<file path="config.mk">
export PLATFORM = sky130hd
export DESIGN_NAME = oled_bit_timer
export DESIGN_NICKNAME = d
export VERILOG_FILES = /design/src/soc_pkg.sv /design/src/oled_bit_timer.sv
export VERILOG_INCLUDE_DIRS = /design/src /design/src/src
export SDC_FILE = /design/constraint.sdc
export NUM_CORES = 1
export LEC_CHECK = 0
export BUFFER_PORTS_ARGS = -buffer_cell sky130_fd_sc_hd__buf_4
export CAP_MARGIN = 10
export CORE_MARGIN = 2
export CORE_UTILIZATION = 40
export DETAILED_ROUTE_END_ITERATION = 6
export PLACE_DENSITY = 0.68
export SLEW_MARGIN = 30
export SYNTH_ARGS = -nofsm -noshare
export SYNTH_HDL_FRONTEND = slang
export SYNTH_SLANG_ARGS = --single-unit
export TNS_END_PERCENT = 50
</file>
<file path="constraint.sdc">
create_clock -name clk_i -period 1.8 [get_ports clk_i]
set_input_delay 0.09 -clock clk_i [delete_from_list [all_inputs] [get_ports clk_i]]
set_output_delay 0.09 -clock clk_i [all_outputs]
set_load 0.05 [all_outputs]
</file>
<file path="src/soc_params.svh">
`ifndef SOC_PARAMS_SVH
`define SOC_PARAMS_SVH

// bus geometry
`define SOC_WB_AW 32
`define SOC_WB_DW 32

// on-chip ram size in words
`define SOC_RAM_DEPTH 512

// region codes, compared against adr[15:12]
`define SOC_REGION_RAM 4'h0
`define SOC_REGION_CSR 4'h1

// csr field widths
`define SOC_PRESC_W     4
`define SOC_OLED_SIZE_W 14
`define SOC_GPIO_W      8

`endif

</file>
<file path="src/soc_pkg.sv">
`include "soc_params.svh"

package soc_pkg;

  // wishbone payload types
  typedef logic [`SOC_WB_AW-1:0]   wb_adr_t;
  typedef logic [`SOC_WB_DW-1:0]   wb_dat_t;
  typedef logic [`SOC_WB_DW/8-1:0] wb_sel_t;

  // oled link config
  typedef logic [`SOC_PRESC_W-1:0]     presc_t;
  typedef logic [`SOC_OLED_SIZE_W-1:0] oled_size_t;

  // gpio port value
  typedef logic [`SOC_GPIO_W-1:0] gpio_t;

  // word offsets inside the csr region, adr[4:2]
  typedef enum logic [2:0] {
    CSR_GPO       = 3'd0,
    CSR_GPI       = 3'd1,
    CSR_OLED_CONF = 3'd2,
    CSR_OLED_ADDR = 3'd3,
    CSR_OLED_SIZE = 3'd4,
    CSR_OLED_CTRL = 3'd5
  } csr_idx_e;

endpackage

</file>
<file path="src/oled_bit_timer.sv">
`timescale 1ns/1ns

module oled_bit_timer (
  input  logic            clk_i,
  input  logic            arst_n_i,
  input  soc_pkg::presc_t presc_i,
  input  logic            start_i,
  output logic            sck_o,
  output logic            shift_o,
  output logic            done_o
);

  import soc_pkg::*;

  logic       busy_q;
  logic       sck_q;
  presc_t     hcnt_q;
  logic [2:0] bit_q;
  // last cycle of a high half period
  logic       fall;

  assign fall = busy_q & sck_q & (hcnt_q == presc_i);

  always_ff @(posedge clk_i or negedge arst_n_i) begin
    if (!arst_n_i) begin
      busy_q <= 1'b0;
      sck_q  <= 1'b0;
      hcnt_q <= '0;
      bit_q  <= '0;
    end else if (start_i) begin
      // first half period is low, mode 0
      busy_q <= 1'b1;
      sck_q  <= 1'b0;
      hcnt_q <= '0;
      bit_q  <= '0;
    end else if (busy_q) begin
      if (hcnt_q == presc_i) begin
        hcnt_q <= '0;
        sck_q  <= ~sck_q;
        if (sck_q) begin
          bit_q <= bit_q + 1'b1;
          // eighth falling edge ends the byte
          if (bit_q == 3'd7) begin
            busy_q <= 1'b0;
          end
        end
      end else begin
        hcnt_q <= hcnt_q + 1'b1;
      end
    end
  end

  assign sck_o   = sck_q;
  assign shift_o = fall & (bit_q != 3'd7);
  assign done_o  = fall & (bit_q == 3'd7);

  // clock parks low between bytes
  a_sck_idle: assert property (@(posedge clk_i) disable iff (!arst_n_i)
    !busy_q |-> !sck_o);

endmodule

</file>
Word level (Yosys, flattened, before mapping)

Cells that the tools add are included.

Register bits after elaboration: 9
Bits in latches: 0
Bits in writable memories: 0
Bits in read-only memories: 0
Bits of input ports: 7
Output and inout port bits: 3
Logic and storage cells: 34
Memories kept: 0

Add/subtract/negate cells: 2
$mul: 0
Divide/modulo/power cells: 0
$lt $le $gt $ge: 0
Eq/ne operators: 3
Shift operators: 0
Mux-type cells: 15
Bitwise gates (word level): 5
Reductions and logical operators: 5

Operators with widths:

| kind                                                          | number |
|---|---|
| 3-bit 2-to-1 mux                                              | 4 |
| 4-bit 2-to-1 mux                                              | 3 |
| 1-bit 2-to-1 mux                                              | 8 |
| 2-bit nonzero test                                            | 3 |
| 4-bit by 1-bit adder with 4-bit output, second input constant | 1 |
| 1-bit AND                                                     | 4 |
| 4-bit == test                                                 | 1 |
| 3-bit by 1-bit adder with 3-bit output, second input constant | 1 |
| 3-bit == test, second input constant                          | 1 |
| 3-bit inequality test, second input constant                  | 1 |
| 3-bit AND reduction                                           | 1 |
| 2-bit AND reduction                                           | 1 |
| 1-bit NOT                                                     | 1 |

Logic depth before layout (Yosys ltp)

Gate-level depths: netlist of run 1.

Depth in word-level cells: 6
Depth in mapped cells: 5
Gate-level depth less buffers: 5

Worst setup path before layout of run 1

OpenSTA, ideal clock, no wires.

Kind: flip-flop to output port
From: register sck_q, in the netlist sck_o
To: output port shift_o
Arrival time: 1909 ps
Required time: 1710 ps
Setup slack: -199 ps
Stages on the path, launching flop included: 3
Path through: dfrtp_1 > nand2_1 > nor3_1

Cells in the longest elaborated chain, start to end: 3

Ends and longest elaborated chain:

| what                   | line                 | RTL |
|---|---|---|
| from (decl)            | oled_bit_timer.sv:16 | `logic sck_q;` |
| from (signal assigned) | oled_bit_timer.sv:39 | `sck_q <= ~sck_q;` |
| 1-bit AND (2 in a row) | oled_bit_timer.sv:22 | `assign fall = busy_q & sck_q & (hcnt_q == presc_i);` |
| 1-bit AND              | oled_bit_timer.sv:54 | `assign shift_o = fall & (bit_q != 3'd7);` |
| to (decl)              | oled_bit_timer.sv:9  | `output logic shift_o,` |

No other way between the ends.

Worst setup path after layout of run 1

From: register hcnt_q[0]
To: output port done_o

Cells in the longest elaborated chain, start to end: 3

Ends and longest elaborated chain:

| what                   | line                 | RTL |
|---|---|---|
| from (decl)            | oled_bit_timer.sv:17 | `presc_t hcnt_q;` |
| from (signal assigned) | oled_bit_timer.sv:48 | `hcnt_q <= hcnt_q + 1'b1;` |
| 4-bit == test          | oled_bit_timer.sv:22 |  |
| 1-bit AND              | oled_bit_timer.sv:22 |  |
| 1-bit AND              | oled_bit_timer.sv:55 | `assign done_o = fall & (bit_q == 3'd7);` |
| to (decl)              | oled_bit_timer.sv:10 | `output logic done_o` |

No other way between the ends.

==> results.cfg, run 1 <==
[status]
status = finished, final reports clean

[detailed_routing]
firstDrtPassIters = 2
vias = 423
wirelength_um = 977
drtIter0Drc = 2
drc = 0
viasPerCell = 5.04
ant_nets = 0
avgRoutedWirePerCell_um = 11.6

[worst_setup_path]
startpoint = hcnt_q[0]
ff2ff_setup_slack_ps = 320
cp-endpoint = done_o
r2r-end = bit_q[0]
endpoint_kind = output pin
worstPathArrival_ps = 1620
path_class = flip-flop to output pin
crit_path_max_fanout = 10
startpoint_type = flip-flop
worstPathRequired_ps = 1710
r2r_start = hcnt_q[0]
rr_worst_depth = 4

[timing]
period_minus_slack_ps = 1710
fin_ws_ps = 93.4
max_freq_mhz = 586
hold_viol = 0
setup_violations = 0
final_max_slew_viol_count = 0
fin_crit_sh_pct = 94.8
slew_headroom_pct = 85.9
tightest_slew_ps = 212
tns_ps = 0
clock_skew_ps = 1.31

[finish]
nNetsFinal = 80
syn_to_final_growth_pct = 24.6
utilization_pct = 53.4
drive_above_1_share_pct = 31.9
instances_no_fill = 84
fill_cells = 124
seqCellArea_um2 = 225
diodes = 0
multi_input_area_um2 = 337

[clock_tree]
clock-sinks = 9
cts_tree = built
cts_buffers = 3
path_clk_slew_ps = 60
cts_buffer_depth = 2
cts.repair.resized = 0
htreeDepth = 1
clkLatencyLatePin_ps = 260
cts-root-buf = clkbuf_4

[grt]
grt_max_degree = 13
antenna_found_initial = 0
grt-ovfl-total = 0
grt_pass1_wl_um = 1650
first_global_vias = 399
grt_usage_pct = 12.8

[synthesis]
syn-cell-area_um2 = 564
synth_seq_cells = 9
synthAdderAreaFrac_pct = 6.65
synth_mux_area_share_pct = 7.32
synth.avg_cell_area_um2 = 10.4
synth.largest_area_cell = dfrtp_1
synth_top_family_by_area = simple AND/OR/NAND/NOR gates
synth-xor-area-share_pct = 11.5
synth_top_area_share_pct = 39.9
yosys.area_share.simple_pct = 26.4
syn_inst = 54
yosysSeqAreaShare_pct = 39.9
synth_fp_nets = 64
synth-compound-area-share_pct = 6.87
synthTopCellsByArea = dfrtp_1, xnor2_2, ha_1, nand2b_1, mux2i_1
synth_cell_types = 22
ys_warn_count = 0

[pwr]
p_leak_nw = 0.315
p_per_area_nw_per_um2 = 679
ir_drop_v = 0.000379

[place]
dp_slack_ps = 283
port_buffers = 9
gp_congestion = 0.702
dpl.cell_count = 77

[floorplan]
fp.dieArea_um2 = 1730
core_um2 = 1320
rows = 13
die_width_um = 41.6
start_util_pct = 42.8
dieHeight_um = 41.6
pin_count = 10

[run]
drv_cap = 0

[worst_hold_path]
hold_class = input port to flip-flop
==> repair_timing <==
action / CTS / global route
setup endpoints to repair: 0 / 1
setup buffers: 0 / 2
hold buffers: 1 / 0
hold endpoints to repair: 9 / 0
==> sequential cells by signal (all words and copies together), names as in the netlist <==
| name | cells |
|---|---|
| sck_o | 1 |
| busy_q | 1 |
| hcnt_q | 4 |
| bit_q | 3 |
==> placed cells by master (no fill, tap or decap) <==
master / n
dlygate4sd3_1: 1
nand2_1: 7
nor3_1: 1
nor3_2: 1
mux2_2: 1
nand4_4: 1
clkbuf_1: 1
nand3b_1: 1
clkbuf_4: 3
ha_1: 3
nand3_1: 3
a22oi_1: 1
dfrtp_1: 9
mux2i_1: 3
nor2b_1: 1
a21oi_1: 3
inv_1: 1
nand2b_1: 5
and2_1: 1
buf_4: 11
nor2_4: 1
o21ai_0: 2
a31oi_1: 1
or3_1: 1
xnor2_2: 4
nor2_1: 2
==> layer usage <==
| metal | share of wire, % | global-route usage (%) | up-vias |
|---|---|---|---|
| li1 | - | - | 217 |
| met1 | 50 | 16.0 | 196 |
| met2 | 44 | 20.0 | 7 |
| met3 | 4.2 | 3.91 | 3 |
| met4 | 1.7 | 5.81 | 0 |
| met5 | 0 | 0 | - |
==> worst min path at each step <==
| stage | startpoint | endpoint | slack, ps | cells past startpoint |
|---|---|---|---|---|
| 2_1_floorplan | arst_n_i | bit_q[0] | -210 | 0 |
| 3_3_place_gp | arst_n_i | sck_o | -80 | 1 |
| 3_5_place_dp | arst_n_i | hcnt_q[3] | -80 | 1 |
| 4_1_cts | start_i | sck_o | 50 | 2 |
| 5_1_grt | start_i | hcnt_q[3] | 60 | 2 |
| 6_report | start_i | sck_o | 60 | 2 |
==> stage by stage <==
stage               instance area, µm²  hold WS [ps]  power (mW)
detailed placement                 652         -78.9       0.318
floorplan                          569          -206       0.289
global route                       703          64.1       0.504
finish                             703          57.5       0.478
global placement                   652         -78.9       0.318
CTS                                688          48.1       0.484
==> cells by family after synthesis <==
kind of cell	after synthesis
AOI/OAI and AO/OA	7
xor gates and xnor gates	4
adders and majority gates	3
buffers and inverters	2
DFF	9
muxes	4
and+or+nand+nor	25
==> synth_stat cells, drive strengths merged <==
cell type and n:
a31oi 1, a22oi 1, o21ai 2, nor2b 1, nand3 3, or3 1
ha 3, inv 1, nand2 7, mux2i 3, and2 1, nand2b 5
nor2 3, nand3b 1, a21oi 3, clkbuf 1, nor3 2, nand4 1
dfrtp 9, xnor2 4, mux2 1
==> critical path, cell delays in order (launching register included) <==
cell     delay (ps)
dfrtp_1         450
xnor2_2         220
nand4_4         190
nor2_4          170
and2_1          140
buf_4           190
==> area by class of cell <==
cell class / count / area share, %
repair buffers: 12 / 13.2
multi-input cells: 43 / 47.9
clock buffers: 4 / 3.74
flip-flops and latches: 9 / 32.0
inverters: 1 / 0.534
well taps: 15 / 2.67
==> power by group <==
group | switching (mW) | internal, mW
combinational | 0.0443 | 0.0454
sequential | 0.0146 | 0.211
clock | 0.0761 | 0.0858
total | 0.135 | 0.343
(Power assumes the default switching activity.)
==> run 2: changes to the inputs <==
--- a/config.mk
+++ b/config.mk
@@ -8,10 +8,13 @@
 export LEC_CHECK = 0
 export BUFFER_PORTS_ARGS = -buffer_cell sky130_fd_sc_hd__buf_4
 export CAP_MARGIN = 10
+export CELL_PAD_IN_SITES_DETAIL_PLACEMENT = 1
+export CELL_PAD_IN_SITES_GLOBAL_PLACEMENT = 2
 export CORE_MARGIN = 2
-export CORE_UTILIZATION = 40
+export CORE_UTILIZATION = 32
 export DETAILED_ROUTE_END_ITERATION = 6
-export PLACE_DENSITY = 0.68
+export PLACE_DENSITY = 0.81
+export REMOVE_ABC_BUFFERS = 1
 export SLEW_MARGIN = 30
 export SYNTH_ARGS = -nofsm -noshare
 export SYNTH_HDL_FRONTEND = slang
==> run 2 against run 1 <==
  * Clock power decreased by 3%
  * Critical path depth unchanged
  * Largest cell class unchanged
  * First-iteration DRC count increased by 100%
==> results.cfg, run 2 (same netlist as run 1, synthesis figures left out) <==
[status]
status = finished, final reports clean

[detailed_routing]
firstDrtPassIters = 2
drtIter0Drc = 4
wirelength_um = 1020
viasPerCell = 4.99
drc = 0
vias = 424
ant_nets = 0
avgRoutedWirePerCell_um = 12.0

[timing]
final_max_slew_viol_count = 0
tns_ps = 0
slew_headroom_pct = 86.5
fin_crit_sh_pct = 93.5
rsz0062_at_grt = false
hold_viol = 0
max_freq_mhz = 594
fin_ws_ps = 116
setup_violations = 0
clock_skew_ps = 0.941
tightest_slew_ps = 202
period_minus_slack_ps = 1680

[finish]
syn_to_final_growth_pct = 22.8
diodes = 0
utilization_pct = 41.0
instances_no_fill = 85
largest_reg_flops = 4
final_common_cell = buf_4
layout_common_cells = buf_4, dfrtp_1, nand2_1, nand2b_1, xnor2_2
reg.largest.list = hcnt_q (4), bit_q (3)
regMostFlops = hcnt_q
final_area_um2 = 693
drive_above_1_share_pct = 29.4
nNetsFinal = 79

[worst_setup_path]
worstPathArrival_ps = 1590
crit_path_max_fanout = 8
startpoint_type = flip-flop
endpoint_kind = output pin
worstPathRequired_ps = 1710
path_class = flip-flop to output pin
ff2ff_setup_slack_ps = 340

[place]
port_buffers = 9
dpl.hpwl_um = 781
dp_slack_ps = 283
dpl.cell_count = 79
placed_area_um2 = 649
gp_congestion = 0.710

[pwr]
ir_drop_v = 0.000262
p_leak_nw = 0.308
p_per_area_nw_per_um2 = 683

[clock_tree]
cts-root-buf = clkbuf_4
clock-sinks = 9
cts_buffer_depth = 2
htreeDepth = 1
clkLatencyLatePin_ps = 250
path_clk_slew_ps = 60
cts_tree = built
cts_buffers = 3

[grt]
first_global_vias = 392
grt_pass1_wl_um = 1680
grt-ovfl-total = 0
grt_usage_pct = 11.3
grt_max_degree = 13
antenna_found_initial = 0

[worst_hold_path]
hold_class = input port to flip-flop

[floorplan]
die_width_um = 46.0
fp.dieArea_um2 = 2120
start_util_pct = 33.4
rows = 15
pin_count = 10
core_um2 = 1690
dieHeight_um = 46.0

[run]
drv_cap = 0
## run 2: cell types whose count changed in the layout (fill, tap and decap cells not counted), sizes merged
cell,change
buf,-1
## run 2: worst max-delay path, stage by stage (launching register included)
cell and delay, ps:
dfrtp_1 440, xnor2_2 220, nand4_4 170, nor2_4 170
and2_1 140, buf_4 190
## run 2: cell type report
type                       instances  area (µm²)
multi-input combinational         43         332
clock buffer                       4        26.3
sequential                         9         225
timing repair buffer              11        85.1
inverter                           1        3.75
fill                             205         996
tap                               17        21.3
## run 2: repair_timing
| item | 4_1_cts | 5_1_grt |
|---|---|---|
| setup endpoints to repair | 0 | 1 |
| endpoints found under the hold margin | 9 | 0 |
| hold buffers | 1 | 0 |
| resized for setup | 0 | 0 |
| setup buffers | 0 | 1 |
## run 2: report_power, final
group          total [mW]  internal, mW  switching (mW)
Combinational      0.0907        0.0466          0.0441
Clock               0.157        0.0855          0.0716
Sequential          0.226         0.211          0.0145
## run 2: final timing paths
check	depth (start not counted)	end	from
setup / recovery	5	done_o	hcnt_q[0]
hold / removal	2	sck_o	start_i
setup reg to reg	4	bit_q[0]	hcnt_q[0]
hold reg to reg	2	bit_q[1]	bit_q[1]
max in group asynchronous	2	hcnt_q[2]	arst_n_i
min in group asynchronous	2	sck_o	arst_n_i
## run 2: metal layers
layer  vias up  global-route usage (%)  share of wire (%)  wire length [µm]
li1        214                       -                  -                 -
met1       204                    14.2                 47               483
met2         4                    17.5                 49               502
met3         2                    2.38                2.3                24
met4         0                    6.86                1.3                13
met5         -                       0                  0                 0
## run 2: metrics by stage
step | hold WS [ps] | total power, mW
floorplan | -206 | 0.286
global placement | -76.8 | 0.319
detailed placement | -75.1 | 0.319
CTS | 70.6 | 0.482
global route | 73.5 | 0.503
finish | 71.7 | 0.474
==> run 3: changes to the inputs <==
--- a/config.mk
+++ b/config.mk
@@ -6,14 +6,14 @@
 export SDC_FILE = /design/constraint.sdc
 export NUM_CORES = 1
 export LEC_CHECK = 0
-export BUFFER_PORTS_ARGS = -buffer_cell sky130_fd_sc_hd__buf_4
 export CAP_MARGIN = 10
 export CELL_PAD_IN_SITES_DETAIL_PLACEMENT = 1
 export CELL_PAD_IN_SITES_GLOBAL_PLACEMENT = 2
 export CORE_MARGIN = 2
-export CORE_UTILIZATION = 32
+export CORE_UTILIZATION = 39
 export DETAILED_ROUTE_END_ITERATION = 6
-export PLACE_DENSITY = 0.81
+export DONT_BUFFER_PORTS = 1
+export PLACE_DENSITY = 0.85
 export REMOVE_ABC_BUFFERS = 1
 export SLEW_MARGIN = 30
 export SYNTH_ARGS = -nofsm -noshare
==> constraint.sdc (replaced) <==
create_clock -name clk_i -period 2.08 [get_ports clk_i]
set_input_delay 0.104 -clock clk_i [delete_from_list [all_inputs] [get_ports clk_i]]
set_output_delay 0.104 -clock clk_i [all_outputs]
set_load 0.05 [all_outputs]
==> run 3 against run 2 <==
  * Non-clock buffer count down 7
  * Critical path depth down 1
  * Global-route usage up 3.9 points
  * First-iteration DRC count rose to 2.8 times the previous value
  * Clock power down 17%
  * Total power down 17%
  * Highest routed layer unchanged
==> results.cfg, run 3 (same netlist as run 1, synthesis figures left out) <==
[worst_setup_path]
cp_slowest_cell = and2_1
startpoint_type = flip-flop
crit_path_max_fanout = 10
worstPathRequired_ps = 1980
path_class = flip-flop to output pin
r2r-end = bit_q[0]
worstPathArrival_ps = 1770
ff2ff_setup_slack_ps = 560
r2r_start = hcnt_q[0]
cp_cell_sequence = xnor2_2 -> nand4_4 -> nor2_4 -> and2_1
endpoint_kind = output pin
rr_worst_depth = 4
slowest_delay_ps = 460

[timing]
tns_ps = 0
rsz0062_at_grt = false
max_freq_mhz = 532
setup_violations = 0
fin_ws_ps = 202
whs_ps = 32.8
fin_crit_sh_pct = 90.3
hold_viol = 0
clock_skew_ps = 0.992
final_max_slew_viol_count = 0
period_minus_slack_ps = 1880
tightest_slew_ps = 489
slew_headroom_pct = 67.6

[pwr]
ir_drop_v = 0.000533
p_leak_nw = 0.277
p_per_area_nw_per_um2 = 614

[finish]
final_common_cell = dfrtp_1
syn_to_final_growth_pct = 13.7
diodes = 0
reg.largest.list = hcnt_q (4), bit_q (3)
regMostFlops = hcnt_q
nNetsFinal = 72
final_area_um2 = 642
utilization_pct = 48.1
layout_common_cells = dfrtp_1, nand2_1, nand2b_1, xnor2_2
drive_above_1_share_pct = 21.3
largest_reg_flops = 4
fill_cells = 161

[clock_tree]
clkLatencyLatePin_ps = 250
cts_tree = built
cts.repair.resized = 0
clock-sinks = 9
cts_buffer_depth = 2
cts_buffers = 3
path_clk_slew_ps = 60
cts-root-buf = clkbuf_4
htreeDepth = 1

[run]
drv_cap = 0

[place]
gp_congestion = 0.754
dpl.hpwl_um = 808
port_buffers = 0
placed_area_um2 = 594
dp_slack_ps = 476

[detailed_routing]
drc = 0
avgRoutedWirePerCell_um = 14.0
ant_nets = 0
vias = 404
firstDrtPassIters = 4
drtIter0Drc = 11
viasPerCell = 5.32
wirelength_um = 1070

[worst_hold_path]
hold_class = input port to flip-flop
min_from = start_i
hold_end = bit_q[2]
hold-path-cell-count = 2

[grt]
grt_pass1_wl_um = 1980
first_global_vias = 423
grt_max_degree = 11
grt-ovfl-total = 0
grt_usage_pct = 15.2
antenna_found_initial = 0

[floorplan]
core_um2 = 1330
rows = 13
start_util_pct = 42.3
fp.dieArea_um2 = 1770
die_width_um = 42.0
dieHeight_um = 42.0
pin_count = 10

[status]
status = finished, final reports clean
## run 3: cell types whose count changed in the layout (fill, tap and decap cells not counted)
cell	delta
buf_4	-8
clkbuf_1	-1
clkinv_2	+1
dlygate4sd3_1	+1
## run 3: layer usage
metal  track usage (%)  vias to the layer above  part of all wire [%]
met5                 0                        -                     0
met4              6.88                        0                   1.1
met3              6.90                        2                   4.3
met2              22.2                        6                    47
met1              19.3                      195                    47
li1                  -                      201                     -
## run 3: area by class of cell
cell class / count / area [µm²] / area share, %
Clock buffer: 3 / 22.5 / 3.51
Clock inverter: 1 / 5.00 / 0.780
Inverter: 1 / 3.75 / 0.585
Multi-Input combinational cell: 43 / 332 / 51.7
Sequential cell: 9 / 225 / 35.1
Tap cell: 15 / 18.8 / 2.92
Timing Repair Buffer: 4 / 35.0 / 5.46
## run 3: stage by stage
step                      instances  power (mW)
after floorplan                  53       0.248
after global placement           70       0.258
after detailed placement         70       0.259
after CTS                        76       0.402
after global routing             76       0.423
final                            76       0.394
## run 3: repair_timing
item	in CTS	in global routing
hold buffers	2	0
hold endpoints to repair	15	0
setup buffers	0	0
## run 3: worst max-delay path by stage
stage / slack [ps] / endpoint / depth (start not counted) / startpoint
6_report: 200 / done_o / 4 / hcnt_q[0]
5_1_grt: 80 / done_o / 4 / hcnt_q[0]
4_1_cts: 190 / done_o / 4 / hcnt_q[0]
3_5_place_dp: 480 / done_o / 4 / hcnt_q[0]
3_3_place_gp: 480 / done_o / 4 / hcnt_q[0]
2_1_floorplan: 70 / shift_o / 2 / sck_o
## run 3: worst max-delay path: cells and delay by family, from the launching register on
| family | cells | cell delay, ps |
|---|---|---|
| and+or+nand+nor | 3 | 850 |
| DFF | 1 | 450 |
| xor gates and xnor gates | 1 | 220 |
## run 3: power by group
part	switching, mW	total (mW)	internal [mW]
registers	0.0121	0.195	0.183
clock network	0.0605	0.131	0.0708
logic	0.0344	0.0674	0.0330
total	0.107	0.394	0.287
