File: src/soc_params.svh
`ifndef SOC_PARAMS_SVH
`define SOC_PARAMS_SVH

// bus geometry
`define SOC_WB_AW 32
`define SOC_WB_DW 32

// on-chip ram size in words
`define SOC_RAM_DEPTH 512

// region codes, compared against adr[15:12]
`define SOC_REGION_RAM 4'h0
`define SOC_REGION_CSR 4'h1

// csr field widths
`define SOC_PRESC_W     4
`define SOC_OLED_SIZE_W 14
`define SOC_GPIO_W      8

`endif

File: src/soc_pkg.sv
`include "soc_params.svh"

package soc_pkg;

  // wishbone payload types
  typedef logic [`SOC_WB_AW-1:0]   wb_adr_t;
  typedef logic [`SOC_WB_DW-1:0]   wb_dat_t;
  typedef logic [`SOC_WB_DW/8-1:0] wb_sel_t;

  // oled link config
  typedef logic [`SOC_PRESC_W-1:0]     presc_t;
  typedef logic [`SOC_OLED_SIZE_W-1:0] oled_size_t;

  // gpio port value
  typedef logic [`SOC_GPIO_W-1:0] gpio_t;

  // word offsets inside the csr region, adr[4:2]
  typedef enum logic [2:0] {
    CSR_GPO       = 3'd0,
    CSR_GPI       = 3'd1,
    CSR_OLED_CONF = 3'd2,
    CSR_OLED_ADDR = 3'd3,
    CSR_OLED_SIZE = 3'd4,
    CSR_OLED_CTRL = 3'd5
  } csr_idx_e;

endpackage

File: src/wb_if.sv
`timescale 1ns/1ns

interface wb_if;

  import soc_pkg::*;

  // classic cycle, no stall, no err/rty
  logic    cyc;
  logic    stb;
  logic    we;
  wb_sel_t sel;
  wb_adr_t adr;
  wb_dat_t wdat;
  wb_dat_t rdat;
  logic    ack;

  // request side
  modport master (output cyc, stb, we, sel, adr, wdat, input rdat, ack);

  // response side
  modport slave (input cyc, stb, we, sel, adr, wdat, output rdat, ack);

endinterface

File: src/oled_dma_fsm.sv
`timescale 1ns/1ns

module oled_dma_fsm (
  input  logic                clk_i,
  input  logic                arst_n_i,
  wb_if.master                bus,
  input  logic                start_i,
  input  logic                inc_i,
  input  soc_pkg::wb_adr_t    adr_i,
  input  soc_pkg::oled_size_t size_i,
  output logic                rdy_o,
  output logic                byte_start_o,
  input  logic                byte_done_i,
  output logic                word_load_o,
  output logic                next_byte_o,
  input  logic                word_end_i
);

  import soc_pkg::*;

  typedef enum logic [1:0] {IDLE, FETCH, SEND, WAIT_BYTE} state_e;

  state_e     state_q;
  // ram word index and bytes still to send
  wb_adr_t    adr_q;
  oled_size_t cnt_q;

  always_ff @(posedge clk_i or negedge arst_n_i) begin
    if (!arst_n_i) begin
      state_q <= IDLE;
      adr_q   <= '0;
      cnt_q   <= '0;
    end else begin
      case (state_q)
        IDLE: begin
          // zero size is a no-op, rdy stays up
          if (start_i && size_i != '0) begin
            adr_q   <= adr_i;
            cnt_q   <= size_i;
            state_q <= FETCH;
          end
        end
        FETCH: begin
          if (bus.ack) begin
            // word goes into the serializer this cycle
            if (inc_i) begin
              adr_q <= adr_q + 1'b1;
            end
            state_q <= SEND;
          end
        end
        SEND: state_q <= WAIT_BYTE;
        WAIT_BYTE: begin
          if (byte_done_i) begin
            cnt_q <= cnt_q - 1'b1;
            if (cnt_q == oled_size_t'(1)) state_q <= IDLE;
            else if (word_end_i)          state_q <= FETCH;
            else                          state_q <= SEND;
          end
        end
        default: state_q <= IDLE;
      endcase
    end
  end

  // read-only master, one word per cycle
  assign bus.cyc  = (state_q == FETCH);
  assign bus.stb  = (state_q == FETCH);
  assign bus.we   = 1'b0;
  assign bus.sel  = '1;
  assign bus.adr  = adr_q << 2;
  assign bus.wdat = '0;

  assign rdy_o        = (state_q == IDLE);
  assign word_load_o  = (state_q == FETCH) & bus.ack;
  // byte handed to the shifter and timer kicked together
  assign next_byte_o  = (state_q == SEND);
  assign byte_start_o = (state_q == SEND);

  // no bus traffic, and no stray ack, while idle
  a_idle_quiet: assert property (@(posedge clk_i) disable iff (!arst_n_i)
    (state_q == IDLE) |-> !bus.stb && !bus.ack);

endmodule

File: src/flat_wrapper.sv
// flat-port wrapper written by rule: the top's interface ports become plain ports
module oled_dma_fsm_flat import soc_pkg::*;
  (clk_i, arst_n_i, start_i, inc_i, adr_i, size_i, rdy_o, byte_start_o, byte_done_i, word_load_o, next_byte_o, word_end_i, bus_cyc, bus_stb, bus_we, bus_sel, bus_adr, bus_wdat, bus_rdat, bus_ack);
  wb_if bus_i ();
  input  logic clk_i;
  input  logic arst_n_i;
  input  logic start_i;
  input  logic inc_i;
  input  soc_pkg::wb_adr_t adr_i;
  input  soc_pkg::oled_size_t size_i;
  output logic rdy_o;
  output logic byte_start_o;
  input  logic byte_done_i;
  output logic word_load_o;
  output logic next_byte_o;
  input  logic word_end_i;
  output wire logic [$bits(bus_i.cyc)-1:0] bus_cyc;
  output wire logic [$bits(bus_i.stb)-1:0] bus_stb;
  output wire logic [$bits(bus_i.we)-1:0] bus_we;
  output wire logic [$bits(bus_i.sel)-1:0] bus_sel;
  output wire logic [$bits(bus_i.adr)-1:0] bus_adr;
  output wire logic [$bits(bus_i.wdat)-1:0] bus_wdat;
  input wire logic [$bits(bus_i.rdat)-1:0] bus_rdat;
  input wire logic [$bits(bus_i.ack)-1:0] bus_ack;
  assign bus_cyc = bus_i.cyc;
  assign bus_stb = bus_i.stb;
  assign bus_we = bus_i.we;
  assign bus_sel = bus_i.sel;
  assign bus_adr = bus_i.adr;
  assign bus_wdat = bus_i.wdat;
  assign bus_i.rdat = bus_rdat;
  assign bus_i.ack = bus_ack;
  oled_dma_fsm u_core (.clk_i(clk_i), .arst_n_i(arst_n_i), .bus(bus_i), .start_i(start_i), .inc_i(inc_i), .adr_i(adr_i), .size_i(size_i), .rdy_o(rdy_o), .byte_start_o(byte_start_o), .byte_done_i(byte_done_i), .word_load_o(word_load_o), .next_byte_o(next_byte_o), .word_end_i(word_end_i));
endmodule
File: config.mk
export PLATFORM = sky130hd
export DESIGN_NAME = oled_dma_fsm_flat
export DESIGN_NICKNAME = d
export VERILOG_FILES = /design/src/soc_pkg.sv /design/src/wb_if.sv /design/src/oled_dma_fsm.sv /design/src/flat_wrapper.sv
export VERILOG_INCLUDE_DIRS = /design/src /design/src/src
export SDC_FILE = /design/constraint.sdc
export NUM_CORES = 1
export LEC_CHECK = 0
export BUFFER_PORTS_ARGS = -buffer_cell sky130_fd_sc_hd__clkbuf_2
export CORE_ASPECT_RATIO = 0.6
export CORE_MARGIN = 1
export CORE_UTILIZATION = 35
export CTS_BUF_LIST = sky130_fd_sc_hd__clkbuf_16
export DETAILED_ROUTE_END_ITERATION = 7
export PLACE_DENSITY = 0.67
export RECOVER_POWER = 100
export SLEW_MARGIN = 20
export SYNTH_ARGS = -nofsm -noshare
export SYNTH_HDL_FRONTEND = slang
export SYNTH_SLANG_ARGS = --single-unit
File: constraint.sdc
create_clock -name clk_i -period 3.6 [get_ports clk_i]
set_clock_uncertainty 0.05 [all_clocks]
set_input_delay 0.36 -clock clk_i [delete_from_list [all_inputs] [get_ports clk_i]]
set_output_delay 0.36 -clock clk_i [all_outputs]
set_load 0.005 [all_outputs]
# Word level (Yosys, flattened, before mapping)
# Index checks and enable logic that the tools add are counted.
[word_totals] in_bits=85 reg_bits=48 elab_cells=35 out_inout_bits=75
[classes] n_reduce_logical=8 add_sub_neg=2 n_eq_ne=8 mux=13 bitwise_logic=1
[op_table] op="2-to-1 mux 32 bit" n=3
[op_table] op="one-hot mux 32 bit (2 select lines)" n=1
[op_table] op="adder 32 x 1 -> 32 bit, second input constant" n=1
[op_table] op="2-to-1 mux 14 bit" n=2
[op_table] op="one-hot mux 14 bit (2 select lines)" n=1
[op_table] op="equality test 14 x 1 -> 1 bit, second input constant" n=1
[op_table] op="nonzero test 14 bit" n=1
[op_table] op="subtractor 14 x 1 -> 14 bit, second input constant" n=1
[op_table] op="2-to-1 mux 2 bit" n=5
[op_table] op="one-hot mux 2 bit (4 select lines)" n=1
[op_table] op="AND reduction 3 bit" n=2
[op_table] op="equality test 2 bit, second input constant" n=2
[op_table] op="!= test 2 x 1 -> 1 bit, second input constant" n=2
[op_table] op="!= test 2 bit, second input constant" n=2
[op_table] op="AND reduction 4 bit" n=1
[op_table] op="nonzero test 2 bit" n=2
[op_table] op="equality test 2 x 1 -> 1 bit, second input constant" n=1
[op_table] op="logical NOT 2 bit" n=1
[op_table] op="bitwise AND 1 bit" n=1
[op_table] op="logical AND 1 bit" n=1

# Depth between registers and ports, before layout
# Gate-level depths: netlist of the first run.
[logic_depth] ltp_word=4 depth_mapped=10 mapped_depth_nobuf=7

# Worst setup path before layout of the first run
# Ideal clock, no wire load.
[synth_timing] path_kind="reg-to-reg" from="register u_core.state_q[1]" to="register u_core.adr_q[23]" path_stages_with_launch=11 path_buffers=3 slack_ns=1.498 arrival_ns=1.928 setup_ns=0.124 synth_period_minus_slack_ns=2.102 required_time_ns=3.426 cell_sequence="dfrtp_1 > inv_1 > ha_1 > buf_4 > and2_1 > a22oi_1 > or3_1 > buf_6 > buf_4 > a21oi_1 > o21ai_1"
[synth_via] elab_chain_len=3 elab_cells_between_ends=8 classes_between="eq/ne: 4; mux: 1; reduce/logical: 3"
[synth_rtl] element="from (decl)" line="oled_dma_fsm.sv:23" rtl="state_e state_q;"
[synth_rtl] element="from (signal assigned)" line="oled_dma_fsm.sv:30" rtl="state_q <= IDLE;"
[synth_rtl] element="from (signal assigned)" line="oled_dma_fsm.sv:40" rtl="state_q <= FETCH;"
[synth_rtl] element="from (signal assigned)" line="oled_dma_fsm.sv:49" rtl="state_q <= SEND;"
[synth_rtl] element="equality test 2 x 1 -> 1 bit (*)"
[synth_rtl] element="via bus_cyc" line="flat_wrapper.sv:17" rtl="output wire logic [$bits(bus_i.cyc)-1:0] bus_cyc;"
[synth_rtl] element="!= test 2 bit (no line) (tied with other cells)"
[synth_rtl] element="AND reduction 4 bit (no line)"
[synth_rtl] element="to (signal assigned)" line="oled_dma_fsm.sv:38" rtl="adr_q <= adr_i;"
[synth_rtl] element="to (signal assigned)" line="oled_dma_fsm.sv:47" rtl="adr_q <= adr_q + 1'b1;"
[synth_rtl] element="to (decl)" line="oled_dma_fsm.sv:25" rtl="wb_adr_t adr_q;"
# The timed path passes the listed nets; every way through them passes the cells marked *.
# A chain may end at the register's enable or synchronous reset.

# Worst setup path after layout of the first run
[layout_timing] from="register u_core.state_q[0]" to="register u_core.cnt_q[6]"
[layout_via] elab_chain_len=3 elab_cells_between_ends=7 classes_between="eq/ne: 3; mux: 1; reduce/logical: 3"
[layout_rtl] element="equality test 2 bit / logical NOT 2 bit (equally long branches)" line="oled_dma_fsm.sv:34" rtl="case (state_q)"
[layout_rtl] element="!= test 2 bit (no line) (tied with other cells)"
[layout_rtl] element="AND reduction 3 bit (no line)"
[layout_rtl] element="to (signal assigned)" line="oled_dma_fsm.sv:39" rtl="cnt_q <= size_i;"
[layout_rtl] element="to (signal assigned)" line="oled_dma_fsm.sv:55" rtl="cnt_q <= cnt_q - 1'b1;"
[layout_rtl] element="to (decl)" line="oled_dma_fsm.sv:26" rtl="oled_size_t cnt_q;"
# Several ways; a longest one is shown, not always the timed one.

==> results.tsv, run 1 <==
stage	metric	value	unit
worst_setup_path	crit_fanout	10	
sta	setup_violations	0	
sta	fmax	364	MHz
sta	period_minus_slack	2750	ps
status	violations	max-capacitance violations, max-slew violations	
final_layout	layoutNonFillerInstCount	631	
floorplan	die_area	10900	um^2
final_layout	final_common_cell	clkbuf_2	
clock_tree	cts_setup_buffers	0	
sta	tightest_slew	1600	ps
clock_tree	cts_tree	done	
clock_tree	holdBufCountCts	0	
routing	drc	0	
hold_path	hold_class	input pin to async pin	
placement	post-dp-hpwl	7.61	mm
pwr	ir_worst_vdd	0.000347	V
worst_setup_path	required	3720	ps
floorplan	io_pins	160	
routing	wl	10.2	mm
clock_tree	clockBufferDepth	2	
worst_setup_path	r2r_slack	850	ps
logic_synthesis	avgSynthCellArea	8.64	um^2
logic_synthesis	yosys_warnings	0	
sta	timing.setup.tns	0	ps
sta	slew_violations	28	
floorplan	initial_core_util	0.366	
logic_synthesis	synthArstFlopShare	1.00	
logic_synthesis	synth_ff_type	dfrtp_1	
run	maxCapViolations	1	
clock_tree	clkLatencyLatePin	290	ps
final_layout	layout_common_cells	clkbuf_2 (66), dfrtp_1 (46), conb_1 (39), nand2_1 (35), a21oi_1 (35)	
logic_synthesis	synth_edf_count	0	
logic_synthesis	seq_area_frac_synth	0.314	
placement	place.port_buffers	86	
clock_tree	cts-resized-gates	0	
placement	dp.cells	624	
grt	grt_max_degree	48	
worst_setup_path	r2r_cells	7	
pwr	leakagePower	1.70	nW
sta	max-slew-margin-rel	-0.0642	
grt	grt_usage	0.192	
logic_synthesis	synth_cell_types	57	
sta	layout_setup_ws	854	ps
clock_tree	cts.sink_count	46	
worst_setup_path	worstSetupEndpointType	flip-flop	
clock_tree	cts.reportedPaths.clkPinSlew	60	ps
grt	grt_overflow	0	
worst_setup_path	r2r_start	u_core.state_q[0]$_DFFE_PN0P_	
floorplan	rows	28	
logic_synthesis	netlist_instances	424	
sta	hold_ws	272	ps
sta	finalCritPeriodShare	0.763	
routing	drtIter0Drc	218	
status	status	complete, but fails checks	
clock_tree	cts_buffers	5	
clock_tree	root_buffer	clkbuf_16	
sta	rsz0062_at_grt	no	
worst_setup_path	crit_type	flip-flop to flip-flop	
routing	via_count	3487	
worst_setup_path	r2r-end	u_core.cnt_q[6]$_DFFE_PN0P_	
worst_setup_path	critPathLaunch	u_core.state_q[0]$_DFFE_PN0P_	
floorplan	coreArea	10000	um^2
sta	hold_viol_final	0	
worst_setup_path	cp.arrival	2860	ps
routing	drtPass1Iterations	5	
final_layout	drive_gt1_frac	0.204	
worst_setup_path	cp-start-kind	flip-flop	
grt	grt_pass1_vias	3195	
placement	pre_cts_slack	1040	ps
routing	via_per_inst	5.53	
final_layout	num_antenna_cells	0	
routing	post_drt_wl_per_cell	16.1	um
logic_synthesis	synth_area	3660	um^2
final_layout	num-fill-cells	1066	
routing	drtAntennaViolNets	0	
placement	gp_congestion	0.834	
grt	antenna_found_initial	0	
floorplan	die_w	134	um
pwr	p_per_area	903	nW/um^2
logic_synthesis	ys_ff_latch	46	
worst_setup_path	critPathCapture	u_core.cnt_q[6]$_DFFE_PN0P_	
final_layout	nets	588	
grt	grt_pass1_wl	16.3	mm
floorplan	die_y	81.3	um
final_layout	syn2layout_area_growth	10.2	%
final_layout	post-route-util	0.403	
clock_tree	htree_levels	2	
[power breakdown]
group	leakage, nW	internal, W	switching [W]
clock network	0.0723	0.000249	0.000200
registers	0.528	0.000788	0.000389
logic	1.10	0.000850	0.00117
[cells in the mapped netlist, types with 3 or more instances]
| library cell | n | area, um^2 |
|---|---|---|
| nor2_1 | 21 | 78.8 |
| and2_1 | 4 | 25.0 |
| inv_1 | 11 | 41.3 |
| a31oi_1 | 5 | 31.3 |
| o21ai_1 | 10 | 50.1 |
| o22ai_1 | 10 | 62.6 |
| buf_2 | 4 | 20.0 |
| clkbuf_1 | 11 | 41.3 |
| a21oi_1 | 26 | 130 |
| a2bb2oi_2 | 15 | 225 |
| nand3b_1 | 4 | 30.0 |
| o21ai_0 | 18 | 90.1 |
| mux2i_1 | 6 | 60.1 |
| a21oi_2 | 9 | 78.8 |
| dfrtp_1 | 46 | 1150 |
| nor3_1 | 13 | 65.1 |
| nor2_2 | 6 | 37.5 |
| nand3_1 | 34 | 170 |
| nor2b_1 | 3 | 18.8 |
| nor4_1 | 4 | 25.0 |
| nand2_1 | 35 | 131 |
| o22a_1 | 4 | 35.0 |
| buf_4 | 43 | 323 |
| a2bb2oi_1 | 7 | 61.3 |
| nand4_1 | 17 | 106 |
| buf_6 | 4 | 45.0 |
| or3_1 | 4 | 25.0 |
| ha_1 | 7 | 87.6 |
| nor4_4 | 3 | 63.8 |
[stage by stage]
stage / cell area, um^2 / total power, W
5_1_grt: 4040 / 0.00396
4_1_cts: 4150 / 0.00378
6_report: 4040 / 0.00365
3_5_place_dp: 4020 / 0.00331
3_3_place_gp: 4020 / 0.00323
2_1_floorplan: 3800 / 0.00276
[cell families (layout without fill, tap and decap cells)]
logic type | after synthesis | in the layout | synth area share
buf+inv | 75 | 110 | 0.130
other cells | 2 | 39 | 0.00205
fa+ha+maj | 7 | 7 | 0.0239
simple gates | 165 | 165 | 0.259
flops | 46 | 46 | 0.314
compound gates | 123 | 123 | 0.254
mux | 6 | 6 | 0.0164
[worst min-delay path by stage]
stage                         start                            to  slack, ps  depth (start not counted)
final                      arst_n_i  u_core.cnt_q[13]$_DFFE_PN0P_        270                          1
after global routing      size_i[7]   u_core.cnt_q[7]$_DFFE_PN0P_        300                          3
after CTS                  arst_n_i  u_core.cnt_q[13]$_DFFE_PN0P_         20                          1
after floorplan            arst_n_i   u_core.adr_q[0]$_DFFE_PN0P_         10                          0
after detailed placement   arst_n_i  u_core.cnt_q[13]$_DFFE_PN0P_        330                          1
after global placement     arst_n_i  u_core.cnt_q[13]$_DFFE_PN0P_        340                          1
[final cells by class]
| type | count | area, um^2 | share of cell area |
|---|---|---|---|
| Clock buffer | 5 | 125 | 0.0310 |
| Inverter | 11 | 41.3 | 0.0102 |
| Sequential cell | 46 | 1150 | 0.285 |
| Clock inverter | 2 | 7.51 | 0.00186 |
| Tap cell | 135 | 169 | 0.0418 |
| Multi-Input combinational cell | 340 | 2100 | 0.520 |
| Timing Repair Buffer | 92 | 447 | 0.111 |
[critical path, stage by stage (launching register included)]
cell and delay [ps]:
dfrtp_1 390, inv_1 100, ha_1 270, nor4b_1 190
and4_1 250, nor3_1 1010, mux2i_1 280, nand3_1 90
[layer usage]
| layer | vias up | GRT usage | wire length (um) |
|---|---|---|---|
| met5 | - | 0 | 0 |
| met4 | 0 | 0.0472 | 87 |
| met3 | 8 | 0.0337 | 771 |
| met2 | 158 | 0.283 | 4210 |
| met1 | 1680 | 0.286 | 5100 |
| li1 | 1641 | - | - |
[state kept, by name, indices dropped and copies added, names as in the netlist]
name,flops
u_core.adr_q,30
u_core.cnt_q,14
u_core.state_q,2
(Power assumes the default switching activity.)
==> run 2: changes to the inputs <==
--- a/config.mk
+++ b/config.mk
@@ -12,7 +12,7 @@
 export CORE_UTILIZATION = 35
 export CTS_BUF_LIST = sky130_fd_sc_hd__clkbuf_16
 export DETAILED_ROUTE_END_ITERATION = 7
-export PLACE_DENSITY = 0.67
+export PLACE_DENSITY = 0.69
 export RECOVER_POWER = 100
 export SLEW_MARGIN = 20
 export SYNTH_ARGS = -nofsm -noshare
==> constraint.sdc (replaced) <==
create_clock -name clk_i -period 2.5 [get_ports clk_i]
set_clock_uncertainty 0.05 [all_clocks]
set_input_delay 0.25 -clock clk_i [delete_from_list [all_inputs] [get_ports clk_i]]
set_output_delay 0.25 -clock clk_i [all_outputs]
set_load 0.005 [all_outputs]
==> run 2 against run 1 <==
Compared with the run above:
- the flow now finishes without violations
- worst hold slack worse by 90 ps
- non-clock buffer count is 6 higher
- sequential power is 43% higher
- critical path depth is 2 higher
- global-route usage is 0.12 points lower
- highest routed layer unchanged
==> results.tsv, run 2 (synthesis gave the netlist of run 1 again) <==
stage	metric	value	unit	change
sta	finalCritPeriodShare	0.913		+0.150
sta	fmax	438	MHz	+20%
worst_setup_path	crit_slowest_cell	dfrtp_1		
final_layout	max_flop_register	u_core.adr_q		
worst_setup_path	crit_type	flip-flop to flip-flop		
worst_setup_path	cp-start-kind	flip-flop		
clock_tree	cts_buffers	5		unchanged
sta	hold_ws	182	ps	-90.4 ps
placement	place_area	4090	um^2	+1.9%
sta	max-slew-margin-rel	0.00497		+0.0692
worst_setup_path	cp_top_family	buffers and inverters		
pwr	p_sw_frac	0.476		-0.00630
routing	drtPass1Iterations	5		unchanged
routing	wl	10.2	mm	+0.26%
sta	setup_violations	0		unchanged
final_layout	post-route-util	0.415		+0.0120
pwr	leakagePower	1.76	nW	+3.3%
placement	post-dp-hpwl	7.62	mm	about the same
floorplan	die_area	10900	um^2	unchanged
pwr	p_int	0.00283	W	+50%
clock_tree	root_buffer	clkbuf_16		
run	maxCapViolations	0		-1
clock_tree	clockBufferDepth	2		unchanged
final_layout	nets	594		+1.0%
worst_setup_path	crit_fanout	28		+18
status	status	complete, no violations		
clock_tree	cts_setup_buffers	0		unchanged
pwr	p_switching	0.00257	W	+46%
routing	drtAntennaViolNets	0		unchanged
worst_setup_path	required	2610	ps	-1110 ps
grt	met2_usage	0.280		-0.00259
clock_tree	clkLatencyLatePin	280	ps	about the same
routing	via_count	3504		+0.49%
sta	rsz0062_at_grt	no		
final_layout	num_antenna_cells	0		unchanged
sta	slew_violations	0		-100%
grt	grt_usage	0.190		-0.00120
hold_path	hold_class	input pin to flip-flop		
worst_setup_path	critPathMaxStageDelay	410	ps	-600 ps
final_layout	design_area	4160	um^2	+3.0%
final_layout	final_common_cell	clkbuf_2		
floorplan	rows	28		unchanged
grt	grt_max_degree	34		-29%
placement	place.port_buffers	86		unchanged
floorplan	die_w	134	um	unchanged
worst_setup_path	worstSetupEndpointType	flip-flop		
sta	period_minus_slack	2280	ps	-464 ps
routing	post_drt_wl_per_cell	16.0	um	-0.69%
pwr	p_seq_frac	0.314		-0.009
clock_tree	cts.reportedPaths.clkPinSlew	60	ps	about the same
pwr	pwr-share-comb	0.568		+0.014
sta	timing.setup.tns	0	ps	unchanged
routing	drc	0		unchanged
worst_setup_path	cp.arrival	2390	ps	-470 ps
final_layout	layout_common_cells	clkbuf_2 (69), dfrtp_1 (46), conb_1 (39), nand2_1 (35), a21oi_1 (35)		
pwr	p_per_area	1300	nW/um^2	+44%
sta	tightest_slew	1490	ps	-104 ps
grt	grt-busiest-layer	met1		
pwr	ir_worst_vdd	0.000447	V	+29%
worst_setup_path	crit_chain	inv_1 > ha_1 > nor4b_4 > and4_1 > clkbuf_1 > nor3_4 > buf_12 > a21oi_1 > a21oi_1		
grt	antenna_found_initial	0		unchanged
clock_tree	htree_levels	2		unchanged
clock_tree	cts_tree	done		
final_layout	largest_register_ffs	30		unchanged
grt	grt_pass1_vias	3141		-1.7%
floorplan	die_y	81.3	um	unchanged
routing	via_per_inst	5.50		-0.46%
grt	use_met1	0.287		+0.00131
placement	gp_congestion	0.877		+5.2%
final_layout	num-fill-cells	1054		-1.1%
worst_setup_path	worst-path-buf-inv	3		+2
sta	hold_viol_final	0		unchanged
pwr	clkPwrFrac	0.118		-0.005
final_layout	reg_top3	u_core.adr_q: 30 flops, u_core.cnt_q: 14 flops, u_core.state_q: 2 flops		
grt	grt_overflow	0		unchanged
floorplan	io_pins	160		unchanged
pwr	total_power	0.00539	W	+48%
grt	grt_pass1_wl	16.3	mm	unchanged
clock_tree	cts.sink_count	46		unchanged
final_layout	drive_gt1_frac	0.223		+0.0195
floorplan	coreArea	10000	um^2	unchanged
routing	drtIter0Drc	254		+17%
worst_setup_path	crit_top_cell	a21oi_1		
grt	met3_usage	0.0343		+0.000624
final_layout	syn2layout_area_growth	13.5	%	
floorplan	initial_core_util	0.366		unchanged
==> run 2: cell count changes in the layout (fill, tap and decap cells not counted), sizes merged <==
cell	change
buf	+3
dlygate4sd3	+1
clkbuf	+2
==> run 2: worst paths after layout <==
check,startpoint,to,slack (ps),depth (start not counted)
min in group asynchronous,arst_n_i,u_core.cnt_q[13]$_DFFE_PN0P_,810,2
setup reg to reg,u_core.state_q[1]$_DFFE_PN0P_,u_core.adr_q[3]$_DFFE_PN0P_,220,9
hold / removal,adr_i[28],u_core.adr_q[28]$_DFFE_PN0P_,180,3
max in group asynchronous,arst_n_i,u_core.cnt_q[7]$_DFFE_PN0P_,710,2
setup / recovery,u_core.state_q[1]$_DFFE_PN0P_,u_core.adr_q[3]$_DFFE_PN0P_,220,9
hold reg to reg,u_core.cnt_q[1]$_DFFE_PN0P_,u_core.cnt_q[1]$_DFFE_PN0P_,470,2
==> run 2: routing by layer <==
metal / up-vias / wire length (um)
li1: 1643 / -
met4: 0 / 34
met2: 135 / 4370
met1: 1724 / 5140
met3: 2 / 657
met5: - / 0
==> run 2: stage by stage <==
stage               worst slack [ps]  std cells
floorplan                        398        461
global placement                 401        629
detailed placement               353        629
CTS                              327        637
global route                    78.1        637
finish                           218        637
==> run 2: power by group through the flow <==
stage	Clock [W]	Sequential (W)	Combinational (W)
6_report	0.000635	0.00169	0.00307
4_1_cts	0.000669	0.00168	0.00318
3_5_place_dp	0	0.00169	0.00317
5_1_grt	0.000697	0.00176	0.00339
2_1_floorplan	0	0.00156	0.00241
3_3_place_gp	0	0.00166	0.00307
==> run 2: cell type report <==
| type | instances | area (um^2) | share of cell area |
|---|---|---|---|
| clock buffers | 5 | 125 | 0.0301 |
| clock inverters | 2 | 7.51 | 0.00181 |
| inverters | 11 | 41.3 | 0.00993 |
| multi-input cells | 340 | 2130 | 0.513 |
| flip-flops and latches | 46 | 1150 | 0.277 |
| well taps | 135 | 169 | 0.0406 |
| repair buffers | 98 | 532 | 0.128 |
==> run 2: what timing repair did <==
| action | CTS | global route |
|---|---|---|
| hold endpoints to repair | 22 | 0 |
| hold buffers | 1 | 0 |
| resized for setup | 0 | 0 |
==> run 2: tightest hold or removal path, delay by kind of cell <==
family | cells | cell delay (ps)
AOI/OAI and AO/OA | 2 | 150
buffers and inverters | 1 | 80
